File: src/logic/axil_mem_pkg.sv
// ----------------------------------------------------------
// Shared definitions of the AXI4-Lite to split memory bridge.
// Widths, depth of the read buffer, vector typedefs,
// packed AXI-Lite and memory channel structs, write states.
// ----------------------------------------------------------
`default_nettype none

package axil_mem_pkg;

  // Byte address and data widths.
  localparam int unsigned ADDR_W = 16;
  localparam int unsigned DATA_W = 32;
  localparam int unsigned STRB_W = DATA_W / 8;

  // Reads in flight, also the response buffer depth.
  localparam int unsigned RD_BUF_DEPTH = 2;
  // Wide enough to hold 0 up to RD_BUF_DEPTH.
  localparam int unsigned CNT_W = $clog2(RD_BUF_DEPTH + 1);

  typedef logic [ADDR_W-1:0] addr_t;
  typedef logic [DATA_W-1:0] data_t;
  typedef logic [STRB_W-1:0] strb_t;
  typedef logic [CNT_W-1:0]  cnt_t;

  // Master driven AXI-Lite signals.
  typedef struct packed {
    addr_t aw_addr;
    logic  aw_valid;
    data_t w_data;
    strb_t w_strb;
    logic  w_valid;
    logic  b_ready;
    addr_t ar_addr;
    logic  ar_valid;
    logic  r_ready;
  } axil_req_t;

  // Slave driven AXI-Lite signals.
  typedef struct packed {
    logic       aw_ready;
    logic       w_ready;
    logic [1:0] b_resp;
    logic       b_valid;
    logic       ar_ready;
    data_t      r_data;
    logic [1:0] r_resp;
    logic       r_valid;
  } axil_rsp_t;

  // One memory request, req/gnt handshake.
  typedef struct packed {
    logic  req;
    logic  we;
    addr_t addr;
    data_t wdata;
    strb_t strb;
  } mem_req_t;

  // One memory response, rvalid marks the answer.
  typedef struct packed {
    logic  gnt;
    logic  rvalid;
    data_t rdata;
  } mem_rsp_t;

  // Write path states.
  typedef enum logic [1:0] {
    WR_IDLE = 2'b00,
    WR_REQ  = 2'b01,
    WR_WAIT = 2'b10,
    WR_RESP = 2'b11
  } wr_state_e;

endpackage

`default_nettype wire

File: src/logic/rsp_fifo.sv
// ----------------------------------------------------------
// Read response FIFO of RD_BUF_DEPTH entries.
// Register array with read and write pointers,
// push and pop allowed in the same cycle.
// ----------------------------------------------------------
`default_nettype none

module rsp_fifo (
  input  logic                clk_i,
  input  logic                rst_n_i,
  input  logic                push_i,
  input  axil_mem_pkg::data_t push_data_i,
  input  logic                pop_i,
  output axil_mem_pkg::data_t pop_data_o,
  output logic                valid_o,
  output axil_mem_pkg::cnt_t  fill_o
);
  import axil_mem_pkg::*;

  // Storage, payload only.
  data_t                           mem_q [RD_BUF_DEPTH];
  logic [$clog2(RD_BUF_DEPTH)-1:0] wr_ptr_q;
  logic [$clog2(RD_BUF_DEPTH)-1:0] rd_ptr_q;
  cnt_t                            fill_q;

  always_ff @(posedge clk_i) begin
    if (push_i) begin
      mem_q[wr_ptr_q] <= push_data_i;
    end
  end

  // Pointers wrap at the last entry.
  always_ff @(posedge clk_i or negedge rst_n_i) begin
    if (!rst_n_i) begin
      wr_ptr_q <= '0;
      rd_ptr_q <= '0;
      fill_q   <= '0;
    end else begin
      if (push_i) begin
        wr_ptr_q <= (wr_ptr_q == RD_BUF_DEPTH - 1) ? '0 : wr_ptr_q + 1'b1;
      end
      if (pop_i) begin
        rd_ptr_q <= (rd_ptr_q == RD_BUF_DEPTH - 1) ? '0 : rd_ptr_q + 1'b1;
      end
      // Push and pop together keep the fill level.
      if (push_i && !pop_i) begin
        fill_q <= fill_q + 1'b1;
      end else if (pop_i && !push_i) begin
        fill_q <= fill_q - 1'b1;
      end
    end
  end

  // Head entry is visible while not empty.
  assign pop_data_o = mem_q[rd_ptr_q];
  assign valid_o    = (fill_q != '0);
  assign fill_o     = fill_q;

  a_no_pop_empty : assert property (@(posedge clk_i) disable iff (!rst_n_i)
    pop_i |-> (fill_q != '0))
    else $error("rsp_fifo popped while empty");

endmodule

`default_nettype wire

File: src/logic/pending_counter.sv
// ----------------------------------------------------------
// Count of granted memory reads not yet answered.
// Up on grant, down on rvalid.
// ----------------------------------------------------------
`default_nettype none

module pending_counter (
  input  logic               clk_i,
  input  logic               rst_n_i,
  input  logic               inc_i,
  input  logic               dec_i,
  output axil_mem_pkg::cnt_t count_o
);
  import axil_mem_pkg::*;

  cnt_t count_q;

  // Grant and rvalid together leave the count unchanged.
  always_ff @(posedge clk_i or negedge rst_n_i) begin
    if (!rst_n_i) begin
      count_q <= '0;
    end else if (inc_i && !dec_i) begin
      count_q <= count_q + 1'b1;
    end else if (dec_i && !inc_i) begin
      count_q <= count_q - 1'b1;
    end
  end

  assign count_o = count_q;

  // An answer needs an earlier grant.
  a_no_dec_zero : assert property (@(posedge clk_i) disable iff (!rst_n_i)
    dec_i |-> (count_q != '0))
    else $error("pending_counter decremented at zero");

  // Credit check upstream keeps the count bounded.
  a_no_inc_full : assert property (@(posedge clk_i) disable iff (!rst_n_i)
    inc_i |-> (count_q != RD_BUF_DEPTH))
    else $error("pending_counter incremented at RD_BUF_DEPTH");

endmodule

`default_nettype wire

File: src/logic/write_fsm.sv
// ----------------------------------------------------------
// Write path, one AXI-Lite write at a time.
// Takes AW and W together, issues the write on the
// write memory port and returns the B response.
// Zero strobe writes skip memory.
// ----------------------------------------------------------
`default_nettype none

module write_fsm (
  input  logic                   clk_i,
  input  logic                   rst_n_i,
  input  axil_mem_pkg::addr_t    aw_addr_i,
  input  logic                   aw_valid_i,
  input  axil_mem_pkg::data_t    w_data_i,
  input  axil_mem_pkg::strb_t    w_strb_i,
  input  logic                   w_valid_i,
  input  logic                   b_ready_i,
  output logic                   aw_ready_o,
  output logic                   w_ready_o,
  output logic                   b_valid_o,
  output logic [1:0]             b_resp_o,
  output axil_mem_pkg::mem_req_t mem_req_o,
  input  axil_mem_pkg::mem_rsp_t mem_rsp_i,
  output logic                   busy_o
);
  import axil_mem_pkg::*;

  wr_state_e state_q, state_d;
  addr_t     addr_q;
  data_t     data_q;
  strb_t     strb_q;
  logic      accept;

  // Both channels transfer in the same cycle.
  assign accept     = (state_q == WR_IDLE) && aw_valid_i && w_valid_i;
  assign aw_ready_o = accept;
  assign w_ready_o  = accept;

  always_comb begin
    state_d = state_q;
    unique case (state_q)
      WR_IDLE: begin
        if (accept) begin
          state_d = (w_strb_i != '0) ? WR_REQ : WR_RESP;
        end
      end
      // Hold the request until granted.
      WR_REQ:  if (mem_rsp_i.gnt)    state_d = WR_WAIT;
      WR_WAIT: if (mem_rsp_i.rvalid) state_d = WR_RESP;
      // B back-pressure blocks new writes.
      WR_RESP: if (b_ready_i)        state_d = WR_IDLE;
      default: state_d = WR_IDLE;
    endcase
  end

  always_ff @(posedge clk_i or negedge rst_n_i) begin
    if (!rst_n_i) begin
      state_q <= WR_IDLE;
    end else begin
      state_q <= state_d;
    end
  end

  // Write payload, captured on the AW/W transfer.
  always_ff @(posedge clk_i) begin
    if (accept) begin
      addr_q <= aw_addr_i;
      data_q <= w_data_i;
      strb_q <= w_strb_i;
    end
  end

  assign mem_req_o.req   = (state_q == WR_REQ);
  assign mem_req_o.we    = 1'b1;
  assign mem_req_o.addr  = addr_q;
  assign mem_req_o.wdata = data_q;
  assign mem_req_o.strb  = strb_q;

  // Always OKAY.
  assign b_valid_o = (state_q == WR_RESP);
  assign b_resp_o  = 2'b00;
  assign busy_o    = (state_q != WR_IDLE);

  a_rvalid_in_wait : assert property (@(posedge clk_i) disable iff (!rst_n_i)
    mem_rsp_i.rvalid |-> (state_q == WR_WAIT))
    else $error("write_fsm got rvalid outside WR_WAIT");

  a_req_stable : assert property (@(posedge clk_i) disable iff (!rst_n_i)
    (mem_req_o.req && !mem_rsp_i.gnt) |=> $stable(mem_req_o))
    else $error("write_fsm changed an ungranted memory request");

endmodule

`default_nettype wire

File: src/logic/read_port.sv
// ----------------------------------------------------------
// Read path with up to RD_BUF_DEPTH reads in flight.
// AR goes straight to memory when credit is left,
// responses wait in the FIFO until R is taken.
// ----------------------------------------------------------
`default_nettype none

module read_port (
  input  logic                   clk_i,
  input  logic                   rst_n_i,
  input  axil_mem_pkg::addr_t    ar_addr_i,
  input  logic                   ar_valid_i,
  input  logic                   r_ready_i,
  output logic                   ar_ready_o,
  output logic                   r_valid_o,
  output axil_mem_pkg::data_t    r_data_o,
  output logic [1:0]             r_resp_o,
  output axil_mem_pkg::mem_req_t mem_req_o,
  input  axil_mem_pkg::mem_rsp_t mem_rsp_i,
  output logic                   busy_o
);
  import axil_mem_pkg::*;

  cnt_t         pending;
  cnt_t         fill;
  logic [CNT_W:0] in_use;
  logic         credit;
  logic         granted;
  logic         pop;

  // Reads in flight plus buffered answers.
  assign in_use = pending + fill;
  assign credit = (in_use < RD_BUF_DEPTH);

  // Address passes through, AR and grant share one cycle.
  assign mem_req_o.req   = ar_valid_i && credit;
  assign mem_req_o.we    = 1'b0;
  assign mem_req_o.addr  = ar_addr_i;
  assign mem_req_o.wdata = '0;
  assign mem_req_o.strb  = '0;
  assign ar_ready_o      = mem_rsp_i.gnt && credit;

  assign granted = mem_req_o.req && mem_rsp_i.gnt;
  assign pop     = r_valid_o && r_ready_i;

  pending_counter i_pending_counter (
    .clk_i   ( clk_i            ),
    .rst_n_i ( rst_n_i          ),
    .inc_i   ( granted          ),
    .dec_i   ( mem_rsp_i.rvalid ),
    .count_o ( pending          )
  );

  rsp_fifo i_rsp_fifo (
    .clk_i       ( clk_i            ),
    .rst_n_i     ( rst_n_i          ),
    .push_i      ( mem_rsp_i.rvalid ),
    .push_data_i ( mem_rsp_i.rdata  ),
    .pop_i       ( pop              ),
    .pop_data_o  ( r_data_o         ),
    .valid_o     ( r_valid_o        ),
    .fill_o      ( fill             )
  );

  // Always OKAY.
  assign r_resp_o = 2'b00;
  assign busy_o   = (in_use != '0);

  // Credit reserves a FIFO slot for every granted read.
  a_no_push_full : assert property (@(posedge clk_i) disable iff (!rst_n_i)
    mem_rsp_i.rvalid |-> (fill != RD_BUF_DEPTH))
    else $error("read_port pushed into a full response FIFO");

endmodule

`default_nettype wire

File: src/logic/axil_to_mem_split.sv
// ----------------------------------------------------------
// AXI4-Lite slave with separate read and write memory ports.
// Routes the AXI-Lite bundle to the read and write paths
// and merges their busy flags.
// ----------------------------------------------------------
`default_nettype none

module axil_to_mem_split (
  input  logic                    clk_i,
  input  logic                    rst_n_i,
  input  axil_mem_pkg::axil_req_t axil_req_i,
  output axil_mem_pkg::axil_rsp_t axil_rsp_o,
  output axil_mem_pkg::mem_req_t  rd_mem_req_o,
  input  axil_mem_pkg::mem_rsp_t  rd_mem_rsp_i,
  output axil_mem_pkg::mem_req_t  wr_mem_req_o,
  input  axil_mem_pkg::mem_rsp_t  wr_mem_rsp_i,
  output logic                    busy_o
);

  logic rd_busy;
  logic wr_busy;

  // AW, W and B channels.
  write_fsm i_write_fsm (
    .clk_i      ( clk_i               ),
    .rst_n_i    ( rst_n_i             ),
    .aw_addr_i  ( axil_req_i.aw_addr  ),
    .aw_valid_i ( axil_req_i.aw_valid ),
    .w_data_i   ( axil_req_i.w_data   ),
    .w_strb_i   ( axil_req_i.w_strb   ),
    .w_valid_i  ( axil_req_i.w_valid  ),
    .b_ready_i  ( axil_req_i.b_ready  ),
    .aw_ready_o ( axil_rsp_o.aw_ready ),
    .w_ready_o  ( axil_rsp_o.w_ready  ),
    .b_valid_o  ( axil_rsp_o.b_valid  ),
    .b_resp_o   ( axil_rsp_o.b_resp   ),
    .mem_req_o  ( wr_mem_req_o        ),
    .mem_rsp_i  ( wr_mem_rsp_i        ),
    .busy_o     ( wr_busy             )
  );

  // AR and R channels.
  read_port i_read_port (
    .clk_i      ( clk_i               ),
    .rst_n_i    ( rst_n_i             ),
    .ar_addr_i  ( axil_req_i.ar_addr  ),
    .ar_valid_i ( axil_req_i.ar_valid ),
    .r_ready_i  ( axil_req_i.r_ready  ),
    .ar_ready_o ( axil_rsp_o.ar_ready ),
    .r_valid_o  ( axil_rsp_o.r_valid  ),
    .r_data_o   ( axil_rsp_o.r_data   ),
    .r_resp_o   ( axil_rsp_o.r_resp   ),
    .mem_req_o  ( rd_mem_req_o        ),
    .mem_rsp_i  ( rd_mem_rsp_i        ),
    .busy_o     ( rd_busy             )
  );

  // Busy while either path has work.
  assign busy_o = rd_busy || wr_busy;

endmodule

`default_nettype wire

File: config.mk
export PLATFORM = sky130hd
export DESIGN_NAME = axil_to_mem_split
export DESIGN_NICKNAME = d
export VERILOG_FILES = /design/src/logic/axil_mem_pkg.sv /design/src/logic/rsp_fifo.sv /design/src/logic/pending_counter.sv /design/src/logic/write_fsm.sv /design/src/logic/read_port.sv /design/src/logic/axil_to_mem_split.sv
export SDC_FILE = /design/constraint.sdc
export NUM_CORES = 1
export LEC_CHECK = 0
export ABC_AREA = 1
export BUFFER_PORTS_ARGS = -buffer_cell sky130_fd_sc_hd__buf_2
export CORE_AREA = 2 2 114 116
export CTS_BUF_LIST = sky130_fd_sc_hd__clkbuf_2
export CTS_CLUSTER_SIZE = 25
export DETAILED_ROUTE_END_ITERATION = 6
export DIE_AREA = 0 0 116 118
export PLACE_DENSITY = 0.82
export SETUP_SLACK_MARGIN = 0.2
export SLEW_MARGIN = 20
export SYNTH_ARGS = -nofsm -noshare
export SYNTH_HDL_FRONTEND = slang
export SYNTH_SLANG_ARGS = --single-unit
File: constraint.sdc
create_clock -name clk_i -period 3.9 [get_ports clk_i]
set_input_delay 0.39 -clock clk_i [delete_from_list [all_inputs] [get_ports clk_i]]
set_output_delay 0.39 -clock clk_i [all_outputs]
set_load 0.005 [all_outputs]
Word level (Yosys, flattened, before mapping)
Memories as Yosys holds them, arrays and structs flattened.
Index checks and enable logic that the tools add are counted.
{"block": "totals", "ff_bits": 60, "latchBits": 0, "mem_bits_rw": 64, "romBits": 0, "in_bits": 143, "out_inout_bits": 150, "n_memories": 1}
{"block": "classes", "n_addsub": 7, "n_mul": 0, "n_div": 0, "magnitude_cmp": 1, "eq_ne": 7, "shifts": 0, "muxes": 14, "n_bitwise": 0, "n_reduce_logical": 22}
{"memory": "i_read_port.i_rsp_fifo.mem_q", "depth": 2, "word_bits": 32, "rd": 1, "rd_ports_with_merged_regs": 0, "write_ports": 1, "line_no": "rsp_fifo.sv:21", "rtl": "data_t mem_q [RD_BUF_DEPTH];"}
{"op": "$mux 2", "count": 9}
{"op": "$logic_and 1x1->1", "count": 10}
{"op": "$pmux 2 s4", "count": 1}
{"op": "$reduce_bool 2->1", "count": 4}
{"op": "$add 2x1->2 const B", "count": 2}
{"op": "$eq 2x2->1 const B", "count": 2}
{"op": "$mux 1", "count": 4}
{"op": "$ne 2x1->1 const B", "count": 2}
{"op": "$ne 2x2->1 const B", "count": 2}
{"op": "$reduce_and 4->1", "count": 1}
{"op": "$reduce_bool 4->1", "count": 1}
{"op": "$sub 2x1->2 const B", "count": 2}
{"op": "$add 2x2->3", "count": 1}
{"op": "$logic_not 1->1", "count": 3}
{"op": "$lt 3x2->1 const B", "count": 1}
{"op": "$reduce_bool 3->1", "count": 1}
{"op": "$add 1x1->1 const B", "count": 2}
{"op": "$eq 2x1->1 const B", "count": 1}
{"op": "$logic_not 2->1", "count": 1}
{"op": "$logic_or 1x1->1", "count": 1}

Longest topological paths before layout
{"block": "depth", "depth_word": 8, "depth_mapped": 10, "ltp_nobuf": 10}

Hierarchy
Synthesis repeated with hierarchy kept, for this count alone.
{"block": "hier_totals", "cells_unflattened": 306, "hier_area_um2": 5171.2}
{"mod": "rsp_fifo", "instances": 1, "cells_each": 124, "area_per_inst_um2": 2665.1, "seq_area_each_um2": 2021.9}
{"mod": "write_fsm", "instances": 1, "cells_each": 91, "area_per_inst_um2": 1869.3, "seq_area_each_um2": 1611.5}
{"mod": "read_port", "instances": 1, "cells_each": 69, "area_per_inst_um2": 498.0, "seq_area_each_um2": 0.0}
{"mod": "pending_counter", "instances": 1, "cells_each": 19, "area_per_inst_um2": 127.6, "seq_area_each_um2": 50.0}
{"mod": "axil_to_mem_split", "instances": 1, "cells_each": 3, "area_per_inst_um2": 11.3, "seq_area_each_um2": 0.0}

Least setup slack after synthesis
No wires, ideal clock.
{"block": "synth_path", "kind": "reg2out", "start": "register i_write_fsm.state_q[0]", "end": "output port axil_rsp_o[39] in the netlist's numbering", "t_arrival_ps": 2239, "slack_ps": 1271, "path_stages_with_launch": 5, "path_buffers": 1, "cell_sequence": "dfrtp_1 inv_1 ha_1 and3_1 buf_4"}
{"block": "synth_via", "elab_chain_len": 3}
{"element": "from (decl)", "line_no": "write_fsm.sv:28", "rtl": "wr_state_e state_q, state_d;"}
{"element": "from (signal assigned)", "line_no": "write_fsm.sv:60", "rtl": "state_q <= state_d;"}
{"element": "$logic_not 2->1", "line_no": "write_fsm.sv:35", "rtl": "assign accept = (state_q == WR_IDLE) && aw_valid_i && w_valid_i;"}
{"element": "$logic_and 1x1->1 (2 in series)", "line_no": "write_fsm.sv:35"}
{"element": "to (decl)", "line_no": "axil_to_mem_split.sv:12", "rtl": "output axil_mem_pkg::axil_rsp_t axil_rsp_o,"}
Every way passes these cells.

==> results.toml <==
[sta]
max_slew_margin_pct = 35.8
rsz0062_at_grt = "false"
fin_crit_ns = 2.61
hold_viol = 0
worst_pin_slew_ns = 0.960
maxSlewViolCount = 0
finClkSkew_ns = 0.0221
fin_crit_sh_pct = 66.9
setup_viol = 0
fin_tns_setup_ns = 0
fmax_ghz = 0.383
fin_hold_ws_ns = 0.122

[floorplan]
ios = 293
die_w_microns = 116
coreArea_sq_mm = 0.0124
start_util_pct = 40.7
placementRows = 41
die-area_sq_mm = 0.0137
fp.dieH_microns = 118

[worst_setup_path]
startpoint_type = "register"
end_kind = "primary output"
crit_start = "i_read_port.i_pending_counter.count_o[0]$_DFFE_PN0P_"
crit_required_ns = 3.51
worst_ep_arrival_time_ns = 2.22
crit_type = "reg2out"
r2r_start = "i_read_port.i_pending_counter.count_o[0]$_DFFE_PN0P_"
r2r_slack_ns = 1.71
rr_worst_depth = 8
cp_max_fo = 4
reg2reg_to = "i_read_port.i_pending_counter.count_o[1]$_DFFE_PN0P_"

[route]
routedWlPerCell_microns = 15.9
num_vias = 3528
post_drt_via_cell_ratio = 4.36
antenna_left = 0
drt-pass1-iter-count = 4
routed_wl_mm = 12.9
route.detailed.drc = 0
first_iter_violations = 167

[synth]
async_reset_ff_share_pct = 6.45
netlist_top_cells_area = "edfxtp_1, buf_4, nand2_1"
syn_area_per_cell_sq_um = 14.0
ys_types = 23
synth_top_area_share_pct = 69.0
ys.flop_type = "edfxtp_1"
synthCells = 360
seq_area_frac_synth_pct = 73.0
synth_edf_count = 116
yosys.area.top_type = "edfxtp_1"
netlist_area_sq_mm = 0.00505
yosysWarnings = 0
ys_ff_latch = 124

[clock_network]
cts_setup_buffers = 0
ctsResizeCount = 0
cts.clk_slew.worst_paths_ns = 0.18
htree_levels = 4
cts-buffers-inserted = 17
postCtsHoldBufs = 87
tritoncts = "yes"
root_buffer = "clkbuf_2"
worstSkewPairLatency_ns = 0.66
cts.path.max_buffers = 2
cts.sinks = 124

[power_and_ir_drop]
vdd_drop_max_mv = 0.358
p_per_area_mw_per_mm2 = 565
leakage_nw = 3.15

[run]
maxCapViolations = 0

[placed_design]
portBuffers = 186
dp_hpwl_mm = 8.18
gp_congestion = 0.780

[cells_and_area]
fin_nets = 777
drive_gt1_share_pct = 37.0
syn_to_final_growth_pct = 38.6

[grt]
overflow = 0
grt_pass1_wl_mm = 18.9
antenna_found_initial = 1
grt_max_degree = 34
grt_usage_pct = 19.0
grt_pass1_vias = 3697

[outcome]
status = "complete, no violations"

[hold_path]
min_path_type = "in2async"
## where the power goes
group          switching [mW]  internal (mW)
clock network           0.491          0.486
logic                   0.673          0.467
registers               0.110           1.72
## worst max-delay path, stage by stage, from the launching register on
cell and delay [ns]:
dfrtp_1 0.46, ha_1 0.23, fa_1 0.43, nor2_1 0.16, inv_1 0.10, nor2_1 0.09
buf_2 0.12
## through the flow
step / std cells / power (mW) / cell area (sq um) / setup slack, ns / util, %
after floorplan: 400 / 2.58 / 5200 / 1.27 / -
after global placement: 691 / 2.89 / 5820 / 1.79 / 46.9
after detailed placement: 691 / 2.94 / 5820 / 1.72 / 46.9
after CTS: 809 / 3.98 / 7000 / 1.18 / 56.3
after global routing: 810 / 4.19 / 7000 / 1.09 / 56.4
final: 810 / 3.95 / 7000 / 1.29 / 56.4
## metal layers
layer	vias up	GRT usage (%)	wire length (microns)
met5	-	0	0
met4	0	12.2	674
met3	49	7.00	1270
met2	228	32.0	6740
met1	1622	19.6	4190
li1	1629	-	-
## worst max-delay path by stage
stage / slack [ns] / endpoint / cells past startpoint
after floorplan: 1.27 / axil_rsp_o[39] / 4
after global placement: 1.79 / i_read_port.i_pending_counter.count_o[1]$_DFFE_PN0P_ / 8
after detailed placement: 1.72 / i_read_port.i_pending_counter.count_o[1]$_DFFE_PN0P_ / 8
after CTS: 1.18 / axil_rsp_o[35] / 6
after global routing: 1.09 / axil_rsp_o[35] / 6
final: 1.29 / axil_rsp_o[35] / 6
## placed cells by master (no fill, tap or decap), types with 2 or more instances in the layout
| cell type | instances |
|---|---|
| clkinv_1 | 2 |
| bufinv_16 | 5 |
| inv_1 | 17 |
| nand2_1 | 101 |
| buf_4 | 3 |
| nand3b_1 | 2 |
| clkbuf_2 | 17 |
| inv_6 | 2 |
| ha_1 | 8 |
| dfrtp_1 | 8 |
| o21bai_1 | 2 |
| buf_2 | 186 |
| conb_1 | 42 |
| edfxtp_1 | 116 |
| nand2_2 | 12 |
| xnor2_1 | 3 |
| dlygate4sd3_1 | 87 |
| clkinv_4 | 4 |
| xor2_1 | 3 |
| nor2_1 | 7 |
## sequential cells by signal, summed over array words and instances (netlist names)
register and flops:
i_read_port.i_rsp_fifo.fill_o 2, i_read_port.i_rsp_fifo.mem_q 64, i_read_port.i_pending_counter.count_o 2, i_read_port.i_rsp_fifo.rd_ptr_q 1, i_read_port.i_rsp_fifo.wr_ptr_q 1, i_write_fsm.data_q 32, i_write_fsm.state_q 2, i_write_fsm.strb_q 4
i_write_fsm.addr_q 16
## cell usage after synthesis (all sizes together) (2+ instances only)
master  instances
xnor2           3
nand3b          2
edfxtp        116
dfrtp           8
ha              8
nor2            8
buf            70
xor2            3
inv            18
o21bai          2
nand2         113
nand3           2
conb            2
## cell type report
class | count | area [sq um]
Fill cell | 979 | 5420
Sequential cell | 124 | 3680
Timing Repair Buffer | 276 | 1820
Multi-Input combinational cell | 188 | 895
Clock inverter | 14 | 218
Tap cell | 172 | 215
Clock buffer | 17 | 85.1
Inverter | 18 | 75.1
Antenna cell | 1 | 2.50
## logic make-up after synthesis
family                   count (synthesis)  synth area share [%]
adder cells (fa/ha/maj)                  9                  2.38
XOR/XNOR                                 6                  1.04
AND/OR/NAND/NOR                        128                  10.5
AO/OA/AOI/OAI                            3                 0.471
buffers and inverters                   88                  12.4
other                                    2                 0.149
flip-flops                             124                  73.0
No activity file was read; power rests on OpenSTA's default activity.
